`src/gb_cart_pkg.sv`:
```
package gb_cart_pkg;

	// --------------------------------------------------
	// cpu address, decoded two ways
	// --------------------------------------------------

	// rom read view over the 0x0000-0x7fff space
	typedef struct packed {
		logic [1:0]  region;	// 16k window, 0 is fixed bank and 1 is switchable
		logic [13:0] offset;	// byte inside the 16k bank
	} rom_view_t;

	// register select view, one 8k slot per select value
	typedef struct packed {
		logic [2:0]  sel;	// which 8k slot was hit
		logic [12:0] sub;	// bit 12 picks mbc5 low or high rom bank
	} ctl_view_t;

	typedef union packed {
		rom_view_t rom;
		ctl_view_t ctl;
	} cart_addr_t;

	// decoded mapper kind
	localparam logic [2:0] MBC_NONE = 3'd0;
	localparam logic [2:0] MBC_1    = 3'd1;
	localparam logic [2:0] MBC_2    = 3'd2;
	localparam logic [2:0] MBC_3    = 3'd3;
	localparam logic [2:0] MBC_5    = 3'd4;

	// header word addresses, odd byte sits in the upper half of the word
	localparam logic [24:0] HDR_CGB_OFS  = 25'h142;	// cgb flag at 0x143
	localparam logic [24:0] HDR_TYPE_OFS = 25'h146;	// cart type at 0x147
	localparam logic [24:0] HDR_SIZE_OFS = 25'h148;	// rom size low, ram size high

	// 8k slot selects seen through the control view
	localparam logic [2:0] SEL_RAM_EN   = 3'b000;	// 0x0000-0x1fff
	localparam logic [2:0] SEL_ROM_BANK = 3'b001;	// 0x2000-0x3fff
	localparam logic [2:0] SEL_RAM_BANK = 3'b010;	// 0x4000-0x5fff
	localparam logic [2:0] SEL_MODE     = 3'b011;	// 0x6000-0x7fff
	localparam logic [2:0] SEL_CRAM     = 3'b101;	// 0xa000-0xbfff

	localparam logic [3:0] RAM_ENABLE_KEY = 4'hA;	// low nibble that opens cart ram

endpackage

```
`src/mbc_rom_mapper.sv`:
```
`timescale 1ns/100ps

module mbc_rom_mapper import gb_cart_pkg::*; (
	input  cart_addr_t  cart_addr,
	input  logic [8:0]  rom_bank,	// effective bank from the registers
	input  logic [2:0]  mbc_kind,
	output logic [22:0] rom_addr	// 16-bit word address into the rom image
);

	logic [8:0] bank;

	// --------------------------------------------------
	// bank for the current cpu address
	// --------------------------------------------------
	always_comb begin
		if (mbc_kind == MBC_NONE)
			bank = {8'd0, cart_addr.rom.region[0]};	// plain 32k, linear
		else if (cart_addr.rom.region == 2'd1) begin
			if (mbc_kind == MBC_5)
				bank = rom_bank;	// up to 512 banks
			else
				bank = {2'b00, rom_bank[6:0]};	// mbc1-3 reach 128 banks
		end else
			bank = 9'd0;	// fixed bank 0, also outside the rom space
	end

	// word address, byte lane picked later by offset bit 0
	assign rom_addr = {1'b0, bank, cart_addr.rom.offset[13:1]};

endmodule

```
`config.mk`:
```
export PLATFORM = sky130hd
export DESIGN_NAME = mbc_rom_mapper
export DESIGN_NICKNAME = d
export VERILOG_FILES = /design/src/gb_cart_pkg.sv /design/src/mbc_rom_mapper.sv
export SDC_FILE = /design/constraint.sdc
export NUM_CORES = 1
export LEC_CHECK = 0
export BUFFER_PORTS_ARGS = -buffer_cell sky130_fd_sc_hd__buf_2
export CAP_MARGIN = 15
export CORE_AREA = 2 2 39 41
export DETAILED_ROUTE_END_ITERATION = 7
export DIE_AREA = 0 0 41 43
export GPL_ROUTABILITY_DRIVEN = 0
export PLACE_DENSITY = 0.7
export SETUP_SLACK_MARGIN = 0.2
export SLEW_MARGIN = 20
export SYNTH_ARGS = -nofsm -noshare
export SYNTH_HDL_FRONTEND = slang
export SYNTH_SLANG_ARGS = --single-unit
```
`constraint.sdc`:
```
create_clock -name vclk -period 0.9
set_input_delay 0 -clock vclk [all_inputs]
set_output_delay 0 -clock vclk [all_outputs]
set_load 0.005 [all_outputs]
```
==> results.toml <==
[grt]
grt_pass1_vias = 192
grt_max_degree = 10
gr-total-overflow = 0
grt_pass1_wl_um = 752
antenna_found_initial = 0
grt.total_usage = 0.05894

[floorplanning]
start_util = 0.1447
rows = 14
fp.dieArea_um2 = 1763
chipHeight_um = 43
fp.coreArea_um2 = 1384
io_pins = 51
die_x_um = 41

[finish]
seq_cells = 0
synthToLayoutAreaGrowth_pct = 40.00
regArea_um2 = 0
fillers = 160
fin_nets = 68
drive_gt1_frac = 0.7368
clkbuf_count = 0
num_antenna_cells = 0
multi_input_area_um2 = 116.4

[critical_path]
critical_path_arrival_ps = 760
crit_path_end_kind = "primary output"
cp_data_required_time_ps = 900
cp_max_fo = 6
crit_type = "primary input to primary output"
start_kind = "primary input"

[clock_tree]
cts_hold_buf = 0
postCtsSetupRepairBufs = 0

[yosys]
synth_top_cell_by_area = "buf_4"
synth-seq-area-share = 0
synth_nets = 56
ys_top_cells_by_count = "buf_4, and3_1, and4_1"
ys_warn_count = 0
avgSynthCellArea_um2 = 7.150
synthCells = 28
synth.top_cell.area_share = 0.5250
syn_area_um2 = 200.2
ys_types = 9
yosysMostFrequentCell = "buf_4"
ys_top_cells_by_area = "buf_4, and3_1, and4_1, or3_4, a32o_1"

[power]
ir_drop_v = 0.00005930
power_density_nw_per_um2 = 331.7
power_frac_seq = 0
clkPwrFrac = 0
combPwrFrac = 1.000
internal_power_uw = 59.20
p_leak_nw = 0.1692
p_total_uw = 92.96
swShare = 0.3632
switchingPower_uw = 33.76

[sta]
max_freq_mhz = 1315
setup_violations = 0
timing.setup.tns_ps = 0
hold_viol_final = 0
min_period_over_period = 0.8448
min_period_ps = 760.4
slew_viol_final = 0
grt_setup_unrepaired = "yes"

[drt]
detail-route-antenna-nets = 0
drt_first_pass_iters = 1
detail_route.wl_per_cell_um = 11.33
route.detailed.drc = 0
routed_wl_um = 612
vias = 218
drt_iter0_drc = 0
viasPerCell = 4.037

[place]
io_buffer_count = 23

[hold_path]
hold_path.class = "primary input to primary output"

[job]
maxCapViolations = 0

[outcome]
status = "completed"
critical path, cell delays in order:
cell    delay (ps)
buf_6           90
or3_4          400
and3_4         160
buf_6          110
final cells by class:
cell class,count,area share
tap,16,0.07143
multi-input combinational,14,0.4152
timing repair buffer,23,0.5000
inverter,1,0.01339
per-stage QoR:
step	instance area, µm²	util	setup slack, ps	std cells	hold WS, ps
final	280.3	0.2025	139.6	54	0.001861
after global routing	280.3	0.2025	106.1	54	0.007955
after CTS	259.0	0.1872	136.4	53	0.03458
after detailed placement	230.2	0.1664	104.0	53	0.03458
after global placement	230.2	0.1664	110.1	53	0.03458
after floorplan	200.2	-	341.3	28	80.82
layer usage:
metal / up-vias / part of all wire / track usage
met3: 2 / 0.24 / 0.03665
met5: - / 0 / 0
met4: 0 / 0.016 / 0.02000
met1: 90 / 0.36 / 0.06013
li1: 102 / - / -
met2: 24 / 0.38 / 0.09375
power groups by stage:
stage / Sequential, mW / Clock [mW] / Combinational, mW
finish: 0 / 0 / 0.0930
global route: 0 / 0 / 0.105
CTS: 0 / 0 / 0.0847
detailed placement: 0 / 0 / 0.0734
global placement: 0 / 0 / 0.0706
floorplan: 0 / 0 / 0.0747
layout by cell type, fill, tap and decap left out:
master,count
and2b_4,1
and3_4,3
buf_6,4
and2b_1,1
inv_1,1
and4_1,2
buf_2,19
and3_1,3
conb_1,1
nor2_1,1
or3_4,1
a32o_1,1
worst paths after layout:
path / startpoint / slack (ps) / cells past startpoint / to
max: mbc_kind[0] / 140 / 4 / rom_addr[17]
min: cart_addr[11] / 0.002 / 0 / rom_addr[10]
cells by family after synthesis:
logic type             synth area share
buffers and inverters            0.5437
and+or+nand+nor                  0.3875
AOI/OAI and AO/OA               0.05000
other                           0.01873
repair_timing:
action	CTS	global route
resized for setup	5	4
pin swaps	7	1
endpoints found under the setup margin	8	9
cloned	0	1
Power figures use the tool's default switching activity.
