[config.mk]
export PLATFORM = sky130hd
export DESIGN_NAME = mbc_bank_regs
export DESIGN_NICKNAME = d
export VERILOG_FILES = /design/src/gb_cart_pkg.sv /design/src/mbc_bank_regs.sv
export SDC_FILE = /design/constraint.sdc
export NUM_CORES = 1
export LEC_CHECK = 0
export BUFFER_PORTS_ARGS = -buffer_cell sky130_fd_sc_hd__buf_4
export CAP_MARGIN = 20
export CORE_UTILIZATION = 41
export DETAILED_ROUTE_END_ITERATION = 8
export MAX_ROUTING_LAYER = met4
export PLACE_DENSITY_LB_ADDON = 0.25
export SLEW_MARGIN = 20
export SYNTH_ARGS = -nofsm -noshare
export SYNTH_HDL_FRONTEND = slang
export SYNTH_SLANG_ARGS = --single-unit
[constraint.sdc]
create_clock -name clk_sys -period 1.6 [get_ports clk_sys]
set_input_delay 0.16 -clock clk_sys [delete_from_list [all_inputs] [get_ports clk_sys]]
set_output_delay 0.16 -clock clk_sys [all_outputs]
set_load 0.01 [all_outputs]
[src/gb_cart_pkg.sv]
package gb_cart_pkg;

	// --------------------------------------------------
	// cpu address, decoded two ways
	// --------------------------------------------------

	// rom read view over the 0x0000-0x7fff space
	typedef struct packed {
		logic [1:0]  region;	// 16k window, 0 is fixed bank and 1 is switchable
		logic [13:0] offset;	// byte inside the 16k bank
	} rom_view_t;

	// register select view, one 8k slot per select value
	typedef struct packed {
		logic [2:0]  sel;	// which 8k slot was hit
		logic [12:0] sub;	// bit 12 picks mbc5 low or high rom bank
	} ctl_view_t;

	typedef union packed {
		rom_view_t rom;
		ctl_view_t ctl;
	} cart_addr_t;

	// decoded mapper kind
	localparam logic [2:0] MBC_NONE = 3'd0;
	localparam logic [2:0] MBC_1    = 3'd1;
	localparam logic [2:0] MBC_2    = 3'd2;
	localparam logic [2:0] MBC_3    = 3'd3;
	localparam logic [2:0] MBC_5    = 3'd4;

	// header word addresses, odd byte sits in the upper half of the word
	localparam logic [24:0] HDR_CGB_OFS  = 25'h142;	// cgb flag at 0x143
	localparam logic [24:0] HDR_TYPE_OFS = 25'h146;	// cart type at 0x147
	localparam logic [24:0] HDR_SIZE_OFS = 25'h148;	// rom size low, ram size high

	// 8k slot selects seen through the control view
	localparam logic [2:0] SEL_RAM_EN   = 3'b000;	// 0x0000-0x1fff
	localparam logic [2:0] SEL_ROM_BANK = 3'b001;	// 0x2000-0x3fff
	localparam logic [2:0] SEL_RAM_BANK = 3'b010;	// 0x4000-0x5fff
	localparam logic [2:0] SEL_MODE     = 3'b011;	// 0x6000-0x7fff
	localparam logic [2:0] SEL_CRAM     = 3'b101;	// 0xa000-0xbfff

	localparam logic [3:0] RAM_ENABLE_KEY = 4'hA;	// low nibble that opens cart ram

endpackage

[src/mbc_bank_regs.sv]
`timescale 1ns/100ps

module mbc_bank_regs import gb_cart_pkg::*; (
	input  logic       clk_sys,
	input  logic       reset,
	input  cart_addr_t cart_addr,
	input  logic       cart_wr,		// one-cycle cpu write strobe
	input  logic [7:0] cart_di,
	input  logic [2:0] mbc_kind,
	input  logic [8:0] rom_mask,
	input  logic [3:0] ram_mask,
	output logic [8:0] rom_bank,	// effective, mode and mask applied
	output logic [3:0] ram_bank,
	output logic       ram_enable,
	output logic       rtc_mode		// mbc3 maps the clock instead of ram
);

	logic [8:0] rom_bank_reg;
	logic [3:0] ram_bank_reg;
	logic       mbc1_mode;	// 1 gives the ram bank bits to the ram
	logic [8:0] rom_eff;
	logic [3:0] ram_eff;

	// --------------------------------------------------
	// cpu register writes below 0x8000
	// --------------------------------------------------
	always_ff @(posedge clk_sys) begin
		if (reset) begin
			rom_bank_reg <= 9'd1;
			ram_bank_reg <= 4'd0;
			mbc1_mode    <= 1'b0;
			ram_enable   <= 1'b0;
			rtc_mode     <= 1'b0;
		end else if (cart_wr) begin
			case (cart_addr.ctl.sel)
				SEL_RAM_EN:
					ram_enable <= (cart_di[3:0] == RAM_ENABLE_KEY);
				SEL_ROM_BANK: begin
					if (mbc_kind == MBC_5) begin
						if (cart_addr.ctl.sub[12])
							rom_bank_reg[8] <= cart_di[0];	// 0x3000-0x3fff
						else
							rom_bank_reg[7:0] <= cart_di;	// 0x2000-0x2fff
					end else if (cart_di[6:0] == 7'd0)
						rom_bank_reg <= 9'd1;	// bank 0 is never switched in
					else
						rom_bank_reg <= {2'b00, cart_di[6:0]};
				end
				SEL_RAM_BANK: begin
					if (mbc_kind == MBC_3) begin
						rtc_mode <= cart_di[3];	// 0x08-0x0c pick a clock register
						if (!cart_di[3])
							ram_bank_reg <= {2'b00, cart_di[1:0]};
					end else if (mbc_kind == MBC_5)
						ram_bank_reg <= cart_di[3:0];
					else
						ram_bank_reg <= {2'b00, cart_di[1:0]};
				end
				SEL_MODE:
					if (mbc_kind == MBC_1)
						mbc1_mode <= cart_di[0];
				default: ;	// ram window writes go to the lanes
			endcase
		end
	end

	// mbc1 mode 0 lends the two ram bank bits to rom bank 6:5
	always_comb begin
		rom_eff = {2'b00, rom_bank_reg[6:0]};	// mbc2 and mbc3 see 7 bits
		ram_eff = ram_bank_reg;
		case (mbc_kind)
			MBC_1: begin
				rom_eff = {2'b00, (mbc1_mode ? 2'b00 : ram_bank_reg[1:0]), rom_bank_reg[4:0]};
				ram_eff = mbc1_mode ? ram_bank_reg : 4'd0;
			end
			MBC_5: rom_eff = rom_bank_reg;
			default: ;
		endcase
	end

	assign rom_bank = rom_eff & rom_mask;	// mirror banks past the rom size
	assign ram_bank = ram_eff & ram_mask;

endmodule

==> flow_summary.toml <==
[cells_and_area]
layout_common_cells = "49 x buf_4, 16 x dfxtp_1, 12 x a21oi_1"
multi_input_area_um2 = 539.3
layout.nets = 198
seq_area_um2 = 320.3
finish.utilization_pct = 65.19
final_common_cell = "buf_4"
largest_reg_flops = 9
area_delta_synth_final_pct = 47.32
layout-drive-gt1-share_pct = 36.36
final_area_um2 = 1305
fill_cells = 177
n_antenna_cell = 0

[floorplan]
die_area_um2 = 2350
io_pins = 58
die_h_um = 48.48
dieWidth_um = 48.48
core_um2 = 2002
fp-row-count = 16
initial_utilization_pct = 44.25

[route]
vias = 1009
avgRoutedWirePerCell_um = 12.92
totalWireLength_mm = 2.338
dr.pass1.iters = 4
drtAntennaViolNets = 0
drc = 0
vias_per_cell = 5.575
drtIter0Drc = 31

[timing]
finalSetupViolations = 0
max_slew_margin_pct = 62.91
drv_slew = 0
timing.setup.tns_ns = 0
clock_skew_ns = 0
hold-worst-slack_ns = 0.1396
rsz0062_at_grt = "false"
max_freq_ghz = 0.6862
post-route-worst-setup-slack_ns = 0.1427
layout_min_cycle_time_ns = 1.457
post-route-period-util_pct = 91.08
worstMarginPinSlew_ns = 0.5552
finalHoldViolCount = 0

[worst_setup_path]
reg2regPathDepth = 3
crit_type = "primary input to output pin"
cpMaxStageDelayCell = "nor3b_1"
cp_max_fo = 7
arrival_ns = 1.30
r2r-end = "mbc1_mode"
end_kind = "output pin"
path_cells = "buf_4, nor3b_1, buf_4, and3_1, buf_4"
critPathCapture = "rom_bank[7]"
critical_path_depth = 5
reg2reg_slack_ns = 0.81
cp_top_family = "simple AND/OR/NAND/NOR gates"
max_stage_delay_ns = 0.49
r2r_start = "mbc1_mode"
crit_start = "mbc_kind[0]"
start_kind = "primary input"
required_ns = 1.44
crit_top_cell = "buf_4"
crit_buf_inv = 3

[global_routing]
grtUsageTotal_pct = 19.97
grt_max_degree = 20
grt_first_pass_wirelength_mm = 3.663
grt_remaining_overflow = 0
grt_pass1_vias = 867
antenna_found_initial = 0

[placement]
place.gp.congestion = 0.8049
port_buffers = 45
place_hpwl_mm = 1.747
placed_cell_area_um2 = 1269
post-place-ws_ns = 0.1984

[pwr]
power.leakage_uw = 0.0005479
peakVddDrop_mv = 0.7421
power_density_nw_per_um2 = 624.0

[logic_synthesis]
yosysWarnings = 0
ys_ff_latch = 16
ys_top_cells_by_area = "dfxtp_1 36%, a21oi_1 6.8%, o21ai_0 5.6%"
synthArstFlopShare_pct = 0
synth_cell_types = 30
synth_top_area_share_pct = 36.16
netlist_instances = 106
synth_edf_count = 0
synthFlopType = "dfxtp_1"
synth_seq_area_share_pct = 36.16
netlist_area_um2 = 885.9
postSynthAreaPerCell_um2 = 8.357
synth_top_cell_by_area = "dfxtp_1"
synth_nets = 149

[clock_tree]
cts_tree = "yes"
cts_resized = 0
post_cts_buffers = 0
cts.sinks = 16
cts.clk_slew.worst_paths_ns = 0.10
cts_buffers = 3
cts_hold_buffers = 0
cts_max_path_buffers = 2
htreeDepth = 1
cts.root.buffer_cell = "clkbuf_4"
clock_latency_ns = 0.28

[outcome]
status = "finished clean"

[worst_hold_path]
min_path_type = "primary input to flop"

[flow_run]
maxCapViolCount = 0
tightest hold or removal path: cells and delay by family:
kind | cells | cell delay, ns
buf+inv | 1 | 0.12
simple gates | 1 | 0.05
compound gates | 1 | 0.05
kinds of logic after synthesis:
family          Yosys count  synth area share [%]
compound gates           27                 16.67
buf+inv                   7                 2.966
flops                    16                 36.16
mux                       3                 3.390
simple gates             53                 40.82
routing by layer:
layer / track usage (%) / share of wire [%] / vias up / wire length, µm
li1: - / - / 497 / -
met1: 22.96 / 41 / 463 / 970
met2: 35.45 / 51 / 47 / 1181
met3: 4.717 / 7.6 / 2 / 178
met4: 3.922 / 0.34 / 0 / 8
met5: - / 0 / - / 0
how the worst min path moves through the flow:
stage	from	slack, ns	end	cells past startpoint
finish	cart_di[6]	0.14	rom_bank_reg[6]	3
global route	cart_di[5]	0.15	rom_bank_reg[5]	3
CTS	cart_di[4]	0.14	rom_bank_reg[4]	3
detailed placement	cart_di[4]	0.43	rom_bank_reg[4]	3
global placement	cart_di[4]	0.44	rom_bank_reg[4]	3
floorplan	cart_di[1]	0.31	rom_bank_reg[1]	2
per-stage QoR:
step,total power [µW],instances
final,814.3,181
after global routing,845.6,181
after CTS,815.5,181
after detailed placement,551.7,177
after global placement,549.2,177
after floorplan,460.7,106
synth_stat cells (2+ instances only):
cell type and count:
and2_1 5, nand2b_1 4, mux2i_1 3, a21boi_0 2, dfxtp_1 16, or4_1 2, nand4_1 3, nand4bb_1 3
nand3b_1 2, a21oi_1 12, nor3b_1 2, nand4b_1 2, nand2_1 4, o21ai_0 10, clkbuf_1 4, and3_1 6
nor4bb_1 4, nand3_1 8, nor2_1 2, inv_1 2
power by group:
part	total [µW]	switching [µW]	internal [µW]	leakage (µW)
logic	138	59.2	78.9	0.000398
clock network	270	132	138	0.0000210
registers	406	2.50	403	0.000129
total	814	194	621	0.000548
final cells by class:
type	count	area share, %
clock buffers	4	2.780
inverters	2	0.5753
multi-input cells	83	41.32
flip-flops and latches	16	24.54
well taps	27	2.589
repair buffers	49	28.19
(Power assumes the default switching activity.)
