===== src/gb_cart_pkg.sv =====
package gb_cart_pkg;

	// --------------------------------------------------
	// cpu address, decoded two ways
	// --------------------------------------------------

	// rom read view over the 0x0000-0x7fff space
	typedef struct packed {
		logic [1:0]  region;	// 16k window, 0 is fixed bank and 1 is switchable
		logic [13:0] offset;	// byte inside the 16k bank
	} rom_view_t;

	// register select view, one 8k slot per select value
	typedef struct packed {
		logic [2:0]  sel;	// which 8k slot was hit
		logic [12:0] sub;	// bit 12 picks mbc5 low or high rom bank
	} ctl_view_t;

	typedef union packed {
		rom_view_t rom;
		ctl_view_t ctl;
	} cart_addr_t;

	// decoded mapper kind
	localparam logic [2:0] MBC_NONE = 3'd0;
	localparam logic [2:0] MBC_1    = 3'd1;
	localparam logic [2:0] MBC_2    = 3'd2;
	localparam logic [2:0] MBC_3    = 3'd3;
	localparam logic [2:0] MBC_5    = 3'd4;

	// header word addresses, odd byte sits in the upper half of the word
	localparam logic [24:0] HDR_CGB_OFS  = 25'h142;	// cgb flag at 0x143
	localparam logic [24:0] HDR_TYPE_OFS = 25'h146;	// cart type at 0x147
	localparam logic [24:0] HDR_SIZE_OFS = 25'h148;	// rom size low, ram size high

	// 8k slot selects seen through the control view
	localparam logic [2:0] SEL_RAM_EN   = 3'b000;	// 0x0000-0x1fff
	localparam logic [2:0] SEL_ROM_BANK = 3'b001;	// 0x2000-0x3fff
	localparam logic [2:0] SEL_RAM_BANK = 3'b010;	// 0x4000-0x5fff
	localparam logic [2:0] SEL_MODE     = 3'b011;	// 0x6000-0x7fff
	localparam logic [2:0] SEL_CRAM     = 3'b101;	// 0xa000-0xbfff

	localparam logic [3:0] RAM_ENABLE_KEY = 4'hA;	// low nibble that opens cart ram

endpackage


===== src/cart_header_regs.sv =====
`timescale 1ns/100ps

module cart_header_regs import gb_cart_pkg::*; (
	input  logic        clk_sys,
	input  logic        reset,
	input  logic        dl_active,	// cartridge image download in progress
	input  logic        dl_wr,		// one-cycle write strobe
	input  logic [24:0] dl_addr,	// byte address of the even byte
	input  logic [15:0] dl_data,	// odd byte in [15:8]
	output logic [2:0]  mbc_kind,
	output logic [8:0]  rom_mask,
	output logic [3:0]  ram_mask,
	output logic        cart_ready
);

	logic [7:0] type_byte;	// 0x147
	logic [7:0] rom_size;	// 0x148
	logic [7:0] ram_size;	// 0x149
	logic       hdr_wr;

	assign hdr_wr = dl_active & dl_wr;

	// --------------------------------------------------
	// header capture
	// --------------------------------------------------
	always_ff @(posedge clk_sys) begin
		if (reset) begin
			type_byte  <= 8'h00;	// reads as no mapper
			rom_size   <= 8'h00;
			ram_size   <= 8'h00;
			cart_ready <= 1'b0;
		end else begin
			if (hdr_wr)
				cart_ready <= 1'b1;	// any download write means an image exists
			if (hdr_wr && dl_addr == HDR_TYPE_OFS)
				type_byte <= dl_data[15:8];
			if (hdr_wr && dl_addr == HDR_SIZE_OFS) begin
				rom_size <= dl_data[7:0];
				ram_size <= dl_data[15:8];
			end
		end
	end

	// mapper kind from the cart type byte
	always_comb begin
		if (type_byte inside {[8'h01:8'h03]})
			mbc_kind = MBC_1;
		else if (type_byte inside {[8'h05:8'h06]})
			mbc_kind = MBC_2;
		else if (type_byte inside {[8'h0F:8'h13]})
			mbc_kind = MBC_3;
		else if (type_byte inside {[8'h19:8'h1E]})
			mbc_kind = MBC_5;
		else
			mbc_kind = MBC_NONE;	// plain rom and unsupported mappers
	end

	// size n means 2^(n+1) banks of 16k, odd sizes fall back to 128 banks
	always_comb begin
		if (rom_size <= 8'd8)
			rom_mask = 9'h1FF >> (4'd8 - rom_size[3:0]);
		else
			rom_mask = 9'h07F;
	end

	always_comb begin
		case (ram_size)
			8'd0, 8'd1, 8'd2: ram_mask = 4'h0;	// none, 2k or a single 8k bank
			8'd3:             ram_mask = 4'h3;	// 32k in four banks
			default:          ram_mask = 4'hF;	// 128k in sixteen banks
		endcase
	end

endmodule


===== config.mk =====
export PLATFORM = sky130hd
export DESIGN_NAME = cart_header_regs
export DESIGN_NICKNAME = d
export VERILOG_FILES = /design/src/gb_cart_pkg.sv /design/src/cart_header_regs.sv
export SDC_FILE = /design/constraint.sdc
export NUM_CORES = 1
export LEC_CHECK = 0
export BUFFER_PORTS_ARGS = -buffer_cell sky130_fd_sc_hd__buf_4
export CAP_MARGIN = 20
export CELL_PAD_IN_SITES_DETAIL_PLACEMENT = 0
export CELL_PAD_IN_SITES_GLOBAL_PLACEMENT = 1
export CORE_AREA = 4 4 75 77
export DETAILED_ROUTE_END_ITERATION = 16
export DIE_AREA = 0 0 79 81
export PLACE_DENSITY = 0.7
export SLEW_MARGIN = 20
export SYNTH_ARGS = -nofsm -noshare
export SYNTH_HDL_FRONTEND = slang
export SYNTH_SLANG_ARGS = --single-unit

===== constraint.sdc =====
create_clock -name clk_sys -period 1.35 [get_ports clk_sys]
set_input_delay 0.135 -clock clk_sys [delete_from_list [all_inputs] [get_ports clk_sys]]
set_output_delay 0.135 -clock clk_sys [all_outputs]
set_load 0.05 [all_outputs]

==> flow_summary_export.csv <==
group,metric,value,unit
outcome,status,"complete, but fails checks",
timing,max_freq,522,MHz
synthesis,syn_nets,223,
route,wl_met2,2090,um
route,avgRoutedWirePerCell,13.5,um
global_route,grt_pass1_vias,1568,
floorplan,coreArea,5010,um^2
clocking,cts-buffers-inserted,3,
final_layout,num_antenna_cells,0,
synthesis,synth_cells,174,
run,max_cap_violations,0,
placement,port_buffers,61,
clocking,root_buffer,"clkbuf_8",
critical_path,cp.required,1.22,ns
critical_path,cp_num_buf_inv,1,
placement,hpwlAfterDp,3090,um
floorplan,die_h,81,um
global_route,grt_pass1_wl,7130,um
final_layout,postLayoutCoreUtil,0.464,
synthesis,ys_async_sr_fraction,0,
route,wl_met1,1860,um
route,dr_total_vias,1528,
power,power_frac_clock,0.329,
power,power.leakage,0.888,nW
route,via_per_inst,4.94,
floorplan,row_count,26,
timing,fin_skew,0,ns
critical_path,cp_slowest_cell,"or4_4",
timing,slew_headroom,0.767,
timing,setup_viol,16,
critical_path,critPathArrivalTime,1.78,ns
synthesis,syn_area,1450,um^2
timing,holdWs,0.0994,ns
synthesis,synth_edf_count,0,
global_route,grt.overflow.total,0,
placement,place.gp.congestion,0.753,
route,drt.antenna.violating_nets,0,
critical_path,end_kind,"output pin",
critical_path,max_stage_delay,0.55,ns
route,dr.pass1.iters,4,
floorplan,initial_utilization,0.289,
floorplan,die_w,79,um
timing,setup_slack,-0.564,ns
route,met3WireLength,219,um
min_path,hold_class,"in2reg",
route,drtIter0Drc,58,
synthesis,ys_seq_area_frac,0.345,
floorplan,ioPinCount,62,
critical_path,path_cells,"or4_4 > a21oi_4 > nand2_4 > or2_4 > buf_8",
clocking,clockBufferDepth,2,
power,p_comb_frac,0.121,
synthesis,synth_ff_type,"dfxtp_1",
final_layout,fin_nets,289,
clocking,htreeDepth,1,
floorplan,fp.dieArea,6400,um^2
route,drc,0,
route,wl,4180,um
timing,finalMaxSlewViolations,0,
timing,finalHoldViolations,0,
synthesis,ys_ff_latch,25,
timing,worst_pin_slew,0.345,ns
final_layout,n_fill_cell,518,
timing,rsz0062_at_grt,"true",
power,p_per_area,577,nW/um^2
clocking,numClockSinks,25,
power,ir_worst_vdd,0.524,mV
clocking,path_clk_slew,0.09,ns
power,switching_share,0.225,
synthesis,syn_area_per_cell,8.33,um^2
critical_path,cp_max_fo,5,
synthesis,synth_cell_types,39,
clocking,cts_tree,"yes",
power,seq_power_share,0.550,
power,switchingPower,0.000301,W
power,p_int,0.00104,W
global_route,grt_max_degree,26,
synthesis,yosysWarnings,0,
critical_path,start_kind,"flip-flop",
global_route,antenna_found_initial,0,
timing,period_needed,1.91,ns
clocking,clk_latency,0.27,ns
critical_path,critPathKind,"reg2out",
final_layout,drive_gt1_frac,0.506,
critical_path,path_delay_family,"simple AND/OR/NAND/NOR gates",
outcome,violations,"negative setup slack",
route,routed.top_layer,"met4",
timing,post-route-period-util,1.42,
global_route,track_usage,0.136,
final_layout,area_growth,60.4,%
synthesized netlist by cell type (2+ instances only):
library cell / count / share of area
nor2b_1: 2 / 0.0086
buf_4: 6 / 0.031
nand4_1: 25 / 0.11
nand3_1: 2 / 0.0069
ha_1: 4 / 0.035
buf_6: 2 / 0.016
nor2_1: 4 / 0.010
and4b_1: 2 / 0.014
clkbuf_1: 7 / 0.018
dfxtp_1: 25 / 0.35
o21ai_0: 28 / 0.097
nor3b_1: 2 / 0.010
a21oi_1: 27 / 0.093
inv_1: 4 / 0.010
nor4_2: 3 / 0.026
xnor2_1: 2 / 0.012
nand2_1: 4 / 0.010
nor3_1: 2 / 0.0069
nor4_1: 2 / 0.0086
o21ai_1: 2 / 0.0069
path summary, 6_finish.rpt:
path                                          startpoint                        to  slack [ns]  cells after the start
worst min register to register  ram_size[6]$_SDFFE_PP0P_  ram_size[6]$_SDFFE_PP0P_        0.48                      2
worst max register to register  rom_size[3]$_SDFFE_PP0P_  rom_size[3]$_SDFFE_PP0P_        0.52                      2
worst max-delay path            rom_size[4]$_SDFFE_PP0P_               rom_mask[0]       -0.56                      5
worst min-delay path                               dl_wr   cart_ready$_SDFFE_PP0P_         0.1                      3
power groups by stage:
stage	sequential, W	combinational (W)	clock, W
floorplan	0.000764	0.0000322	0
global placement	0.000757	0.000163	0
detailed placement	0.000757	0.000163	0
CTS	0.000740	0.000163	0.000455
global route	0.000738	0.000175	0.000499
finish	0.000738	0.000163	0.000441
kinds of logic after synthesis:
group,Yosys count,share of synthesized area
and+or+nand+nor,62,0.305
AOI/OAI and AO/OA,60,0.219
DFF,25,0.345
buffers and inverters,20,0.0785
adders and majority gates,4,0.0345
xor gates and xnor gates,3,0.0181
per-layer routing:
metal,vias up,GRT usage
met1,698,0.168
li1,785,-
met3,5,0.0333
met5,-,0
met2,40,0.244
met4,0,0.0206
final cells by class:
class,count,area (um^2),area share
Multi-Input combinational cell,129,992,0.427
Timing Repair Buffer,77,671,0.288
Sequential cell,25,514,0.221
Tap cell,70,87.6,0.0377
Clock buffer,3,41.3,0.0178
Inverter,4,15.0,0.00646
Clock inverter,1,5.00,0.00215
metrics by stage:
step	setup WS (ns)	TNS, ns	cell area, um^2	total power, W	cells
after global placement	-0.273	-2.19	2140	0.000920	303
final	-0.564	-5.48	2330	0.00134	309
after global routing	-0.628	-6.54	2330	0.00141	309
after detailed placement	-0.294	-2.33	2140	0.000920	303
after CTS	-0.564	-5.45	2270	0.00136	307
after floorplan	-0.392	-2.48	1570	0.000796	174
state kept, by name, indices dropped and copies added (netlist names):
register / cells
ram_size: 8
rom_size: 8
type_byte: 8
cart_ready: 1
cells in the final DEF, fill, tap and decap left out, types with 3 or more instances in the layout:
cell type  count
buf_4         60
nor4_2         3
buf_6         12
o21ai_0       23
a21oi_1       26
buf_8          3
nand4_1       25
dfxtp_1       16
dfxtp_2        8
clkbuf_8       3
nor4_4         3
o21ai_1        6
inv_2          3
worst reg2reg max path, cell delays in order (launching register included):
cell,delay (ns)
dfxtp_1,0.48
o21ai_0,0.14
a21oi_1,0.14
timing repair:
action	CTS	global route
hold buffers	0	0
buffers inserted	0	2
setup endpoints to repair	16	16
gates resized for setup	23	12
pin swaps	5	6
(Power assumes the default switching activity.)
