$ cat src/gb_cart_pkg.sv
package gb_cart_pkg;

	// --------------------------------------------------
	// cpu address, decoded two ways
	// --------------------------------------------------

	// rom read view over the 0x0000-0x7fff space
	typedef struct packed {
		logic [1:0]  region;	// 16k window, 0 is fixed bank and 1 is switchable
		logic [13:0] offset;	// byte inside the 16k bank
	} rom_view_t;

	// register select view, one 8k slot per select value
	typedef struct packed {
		logic [2:0]  sel;	// which 8k slot was hit
		logic [12:0] sub;	// bit 12 picks mbc5 low or high rom bank
	} ctl_view_t;

	typedef union packed {
		rom_view_t rom;
		ctl_view_t ctl;
	} cart_addr_t;

	// decoded mapper kind
	localparam logic [2:0] MBC_NONE = 3'd0;
	localparam logic [2:0] MBC_1    = 3'd1;
	localparam logic [2:0] MBC_2    = 3'd2;
	localparam logic [2:0] MBC_3    = 3'd3;
	localparam logic [2:0] MBC_5    = 3'd4;

	// header word addresses, odd byte sits in the upper half of the word
	localparam logic [24:0] HDR_CGB_OFS  = 25'h142;	// cgb flag at 0x143
	localparam logic [24:0] HDR_TYPE_OFS = 25'h146;	// cart type at 0x147
	localparam logic [24:0] HDR_SIZE_OFS = 25'h148;	// rom size low, ram size high

	// 8k slot selects seen through the control view
	localparam logic [2:0] SEL_RAM_EN   = 3'b000;	// 0x0000-0x1fff
	localparam logic [2:0] SEL_ROM_BANK = 3'b001;	// 0x2000-0x3fff
	localparam logic [2:0] SEL_RAM_BANK = 3'b010;	// 0x4000-0x5fff
	localparam logic [2:0] SEL_MODE     = 3'b011;	// 0x6000-0x7fff
	localparam logic [2:0] SEL_CRAM     = 3'b101;	// 0xa000-0xbfff

	localparam logic [3:0] RAM_ENABLE_KEY = 4'hA;	// low nibble that opens cart ram

endpackage

$ cat src/cram_read_mux.sv
`timescale 1ns/100ps

module cram_read_mux import gb_cart_pkg::*; (
	input  logic        clk_sys,
	input  cart_addr_t  cart_addr,
	input  logic        lane_sel,	// byte lane of the current address
	input  logic [7:0]  lane_q_lo,
	input  logic [7:0]  lane_q_hi,
	input  logic [15:0] rom_rdata,	// word for the current rom_addr
	input  logic        ram_enable,
	input  logic        rtc_mode,
	input  logic [2:0]  mbc_kind,
	input  logic        cart_ready,
	output logic [7:0]  cart_do
);

	logic       sel_q;		// lane_sel aligned with the lane read
	logic [7:0] lane_byte;
	logic       is_cram;
	logic       mbc2_window;	// 512 x 4 bit ram inside the mbc2 chip

	always_ff @(posedge clk_sys) begin
		sel_q <= lane_sel;
	end

	assign lane_byte   = sel_q ? lane_q_hi : lane_q_lo;
	assign is_cram     = (cart_addr.ctl.sel == SEL_CRAM);
	assign mbc2_window = (mbc_kind == MBC_2) && (cart_addr.ctl.sub[12:9] == 4'd0);

	// --------------------------------------------------
	// cpu read data
	// --------------------------------------------------
	always_comb begin
		if (!cart_ready)
			cart_do = 8'h00;	// nothing loaded yet
		else if (is_cram) begin
			if (!ram_enable)
				cart_do = 8'hFF;	// open bus
			else if (mbc2_window)
				cart_do = {4'hF, lane_byte[3:0]};	// only the low nibble exists
			else if (rtc_mode)
				cart_do = 8'h00;	// clock registers not modelled
			else
				cart_do = lane_byte;
		end else if (cart_addr.rom.offset[0])
			cart_do = rom_rdata[15:8];
		else
			cart_do = rom_rdata[7:0];
	end

endmodule

$ cat config.mk
export PLATFORM = sky130hd
export DESIGN_NAME = cram_read_mux
export DESIGN_NICKNAME = d
export VERILOG_FILES = /design/src/gb_cart_pkg.sv /design/src/cram_read_mux.sv
export SDC_FILE = /design/constraint.sdc
export NUM_CORES = 1
export LEC_CHECK = 0
export ABC_CLOCK_PERIOD_IN_PS = 2200
export BUFFER_PORTS_ARGS = -buffer_cell sky130_fd_sc_hd__buf_2
export CAP_MARGIN = 20
export CORE_MARGIN = 4
export CORE_UTILIZATION = 32
export CTS_BUF_LIST = sky130_fd_sc_hd__clkbuf_4 sky130_fd_sc_hd__clkbuf_8
export DETAILED_ROUTE_END_ITERATION = 10
export PLACE_DENSITY = 0.83
export SLEW_MARGIN = 25
export SYNTH_ARGS = -nofsm -noshare
export SYNTH_HDL_FRONTEND = slang
export SYNTH_SLANG_ARGS = --single-unit
$ cat constraint.sdc
create_clock -name clk_sys -period 2.2 [get_ports clk_sys]
set_input_delay 0.33 -clock clk_sys [delete_from_list [all_inputs] [get_ports clk_sys]]
set_output_delay 0.33 -clock clk_sys [all_outputs]
set_load 0.05 [all_outputs]
==> flow_summary.json, run 1 <==
{
  "core_um2": 1301,
  "place_area_um2": 705.7,
  "worstHoldPathType": "in2reg",
  "worstPathArrival_ns": 1.42,
  "drt_wl_total_mm": 1.385,
  "async_flop_share_pct": 0,
  "combPwrFrac_pct": 87.4,
  "gp_congestion": 0.6889,
  "clk_pin_slew_ns": 0,
  "synthFlopType": "dfxtp_1",
  "p_sw_w": 0.00008366,
  "post-route-period-util_pct": 79.66,
  "grt_pass1_wl_mm": 1.966,
  "gr-usage-all-layers_pct": 12.51,
  "place_ws_ns": 0.4315,
  "slew_viol_final": 0,
  "p_sw_share_pct": 46.79,
  "viasPerCell": 4.955,
  "drt-initial-drc-count": 0,
  "ctsResizeCount": 0,
  "yosys.cell_types.count": 17,
  "syn_area_um2": 437.9,
  "reg_top3": "sel_q (1)",
  "timing_hold_violations_final": 0,
  "drv_cap": 0,
  "cp_max_fo": 8,
  "drt_first_pass_iters": 1,
  "ant_nets": 0,
  "grt_pass1_vias": 523,
  "chipWidth_um": 45.00,
  "tns_ns": 0,
  "yosysWarnings": 0,
  "start_util_pct": 33.65,
  "power.leakage_nw": 0.3938,
  "rows": 13,
  "largest_reg_flops": 1,
  "seqPwrFrac_pct": 12.6,
  "grt_max_degree": 9,
  "diodes": 0,
  "critPathKind": "in2out",
  "post_drt_wl_per_cell_um": 12.59,
  "start_kind": "input pin",
  "io_pins": 64,
  "ys_ff_latch": 1,
  "required_ns": 1.87,
  "fin_nets": 153,
  "setup_viol": 0,
  "setup_ws_ns": 0.4474,
  "synth.net_count": 99,
  "fillCellCount": 134,
  "yosys.area.top_type_share_pct": 20.57,
  "drive_gt1_share_pct": 78.95,
  "grt_overflow_total": 0,
  "area_growth_pct": 61.14,
  "drc": 0,
  "crit_path_end_kind": "output pin",
  "rsz0062_at_grt": "false",
  "die_h_um": 45.00,
  "seq_area_frac_synth_pct": 4.571,
  "yosys.area.top_type": "mux2_2",
  "final_area_um2": 705.7,
  "period_minus_slack_ns": 1.753,
  "tightest_slew_ns": 0.3729,
  "clkPwrFrac_pct": 0,
  "die_area_um2": 2025,
  "num_vias": 545,
  "pwr_density_cell_nw_per_um2": 253.4,
  "synthCells": 43,
  "cts_setup_buffers": 0,
  "dpl.cell_count": 110,
  "clock.fmax_mhz": 570.6,
  "final_cells": 110,
  "synth_edf_count": 0,
  "synth_top_cells_by_area": "mux2_2 (21%), mux2_4 (14%), o221a_2 (10%)",
  "outcome": "finished clean",
  "max_slew_margin_pct": 75.10,
  "top_register": "sel_q",
  "synth_most_common_cell": "mux2_2",
  "portBuffers": 55,
  "antenna_found_initial": 0,
  "multi_input_area_um2": 387.9,
  "seq_area_um2": 20.02,
  "syn-mean-instance-area_um2": 10.18,
  "holdBufCountCts": 0,
  "intPower_w": 0.00009514,
  "ir_worst_vdd_v": 0.0001522
}
[power by group through the flow]
stage	sequential, W	clock (W)	combinational [W]
floorplan	0.0000197	0	0.000103
detailed placement	0.0000227	0	0.000158
global route	0.0000230	0	0.000168
CTS	0.0000227	0	0.000158
finish	0.0000225	0	0.000156
global placement	0.0000225	0	0.000154
[worst max-delay path: stages]
cell     delay [ns]
buf_2          0.10
and3b_1        0.36
o22ai_1        0.14
nor3b_1        0.19
buf_2          0.29
[placed cells by master (no fill, tap or decap)]
cell and instances:
a211oi_2 1, a21o_2 1, and3b_1 1, buf_2 55, dfxtp_1 1, inv_1 1
mux2_2 8, mux2_4 4, mux2i_1 4, nand4b_4 1, nor2_1 4, nor3_1 1
nor3b_1 4, nor4b_4 1, o221a_2 4, o22ai_1 4
[worst paths after layout]
kind                       from         end  cells after the start
setup / recovery  cart_addr[14]  cart_do[3]                      5
hold / removal         lane_sel       sel_q                      1
[final cells by class]
cell class	instances	share of cell area (%)
multi-input combinational	38	54.96
timing repair buffer	55	39.01
sequential	1	2.837
tap	15	2.660
inverter	1	0.5319
[kinds of logic after synthesis]
| kind of cell | share of synthesized area (%) |
|---|---|
| AO/OA/AOI/OAI | 20.86 |
| buffers and inverters | 6.855 |
| flip-flops | 4.572 |
| multiplexers | 43.43 |
| AND/OR/NAND/NOR | 24.28 |
[per-stage QoR]
| stage | utilization [%] | power [W] | hold slack (ns) |
|---|---|---|---|
| floorplan | - | 0.0001226 | 0.3577 |
| global placement | 54.23 | 0.0001770 | 0.4342 |
| detailed placement | 54.23 | 0.0001805 | 0.4366 |
| CTS | 54.23 | 0.0001809 | 0.4366 |
| global route | 54.23 | 0.0001908 | 0.4492 |
| finish | 54.23 | 0.0001788 | 0.4346 |
[per-layer routing]
metal	part of all wire, %	vias up	global-route usage [%]
met1	32	238	10.95
met4	0	0	0
met5	0	-	0
met3	10	0	1.195
met2	58	27	29.66
li1	-	280	-
No activity file was read; power rests on OpenSTA's default activity.
==> run 2: changes to the inputs <==
- ABC_CLOCK_PERIOD_IN_PS: 2200 -> 1700
- CORE_UTILIZATION: 32 -> 30
- PLACE_DENSITY: 0.83 -> 0.78
- clock period: 2.2 -> 1.7 ns (I/O delays scaled with it)
==> flow_summary.json, run 2 (synthesized netlist as in run 1, its figures left out) <==
{
  "combPwrFrac_pct": 88.6,
  "chipWidth_um": 46.21,
  "cts_setup_buffers": 0,
  "drt_wl_total_mm": 1.393,
  "clk_pin_slew_ns": 0,
  "max_slew_margin_pct": 77.16,
  "viasPerCell": 5.018,
  "gp_congestion": 0.6252,
  "required_ns": 1.44,
  "gr-usage-all-layers_pct": 12.59,
  "critPathKind": "in2out",
  "post-route-period-util_pct": 93.93,
  "cpLargestDelayFamily": "simple AND/OR/NAND/NOR gates",
  "tightest_slew_ns": 0.3419,
  "drv_cap": 0,
  "crit_chain": "buf_2, nor4b_4, a211oi_2, nor3b_1, buf_2",
  "diodes": 0,
  "start_util_pct": 32.83,
  "core_um2": 1334,
  "clock.fmax_mhz": 626.2,
  "p_total_w": 0.0002374,
  "final_common_cell": "buf_2",
  "die_h_um": 46.21,
  "drc": 0,
  "slew_viol_final": 0,
  "worstHoldPathType": "in2reg",
  "rows": 13,
  "drt-initial-drc-count": 3,
  "layout_common_cells": "buf_2 (54), mux2_2 (8)",
  "die_area_um2": 2135,
  "grt_max_degree": 9,
  "holdBufCountCts": 0,
  "p_sw_share_pct": 46.26,
  "top_register": "sel_q",
  "clkPwrFrac_pct": 0,
  "cp_max_fo": 4,
  "p_sw_w": 0.0001098,
  "min_from": "lane_sel",
  "ir_worst_vdd_v": 0.0002211,
  "critPathMaxStageDelay_ns": 0.31,
  "hold_depth": 1,
  "rsz0062_at_grt": "false",
  "seqPwrFrac_pct": 11.4,
  "drive_gt1_share_pct": 81.44,
  "fin_nets": 155,
  "antenna_found_initial": 0,
  "portBuffers": 55,
  "cp.buffers_inverters": 2,
  "drt_first_pass_iters": 3,
  "place_ws_ns": 0.07686,
  "worstPathArrival_ns": 1.34,
  "io_pins": 64,
  "grt_overflow_total": 0,
  "power.leakage_nw": 0.4079,
  "ant_nets": 0,
  "reg_top3": "sel_q (1)",
  "outcome": "finished clean",
  "num_vias": 562,
  "intPower_w": 0.0001276,
  "crit_start": "cart_addr[11]",
  "setup_ws_ns": 0.1032,
  "finalCoreUtilization_pct": 54.97,
  "grt_pass1_vias": 532,
  "area_growth_pct": 67.43,
  "cp.depth": 5,
  "fillCellCount": 123,
  "dp_hpwl_mm": 1.303,
  "pwr_density_cell_nw_per_um2": 323.8,
  "largest_reg_flops": 1,
  "crit_top_cell": "buf_2",
  "crit_path_end_kind": "output pin",
  "grt_pass1_wl_mm": 2.090,
  "timing_hold_violations_final": 0,
  "crit_slowest_cell": "nor4b_4",
  "start_kind": "input pin",
  "post_drt_wl_per_cell_um": 12.44,
  "period_minus_slack_ns": 1.597,
  "setup_viol": 0
}
-- run 2: cell count changes in the layout (fill, tap and decap cells not counted) --
cell / previous run / this run
nor3b_2: 0 / 1
buf_4: 0 / 3
buf_2: 55 / 54
nor3_2: 0 / 1
nor3b_1: 4 / 3
nor3_1: 1 / 0
-- run 2: final timing paths --
check | to
hold / removal | sel_q
setup / recovery | cart_do[1]
-- run 2: layer usage --
metal  GRT usage [%]  share of wire, %  vias up
met5               0                 0        -
met4               0                 0        0
met3           2.734                12        0
met2           25.82                55       29
met1           13.41                33      250
li1                -                 -      283
-- run 2: power by group through the flow --
stage | clock [W] | sequential, W | combinational, W
6_report | 0 | 0.0000271 | 0.000210
5_1_grt | 0 | 0.0000274 | 0.000225
4_1_cts | 0 | 0.0000274 | 0.000210
3_5_place_dp | 0 | 0.0000274 | 0.000210
3_3_place_gp | 0 | 0.0000273 | 0.000206
2_1_floorplan | 0 | 0.0000255 | 0.000134
-- run 2: cell type report --
| cell class | count | area [µm²] | share of cell area, % |
|---|---|---|---|
| sequential | 1 | 20.02 | 2.730 |
| timing repair buffer | 57 | 292.8 | 39.93 |
| tap | 15 | 18.77 | 2.560 |
| inverter | 1 | 3.754 | 0.5119 |
| multi-input combinational | 38 | 397.9 | 54.27 |
-- run 2: stage by stage --
stage               setup TNS, ns  instances  hold WS (ns)  instance area, µm²
floorplan                  -1.270         43        0.2827               442.9
global placement                0        112        0.3594               725.7
detailed placement              0        112        0.3620               725.7
CTS                             0        112        0.3620               725.7
global route                    0        112        0.3738               733.2
finish                          0        112        0.3606               733.2
-- run 2: timing repair --
action	in CTS	in global routing
hold endpoints to repair	0	0
setup endpoints to repair	0	8
resized for setup	0	3
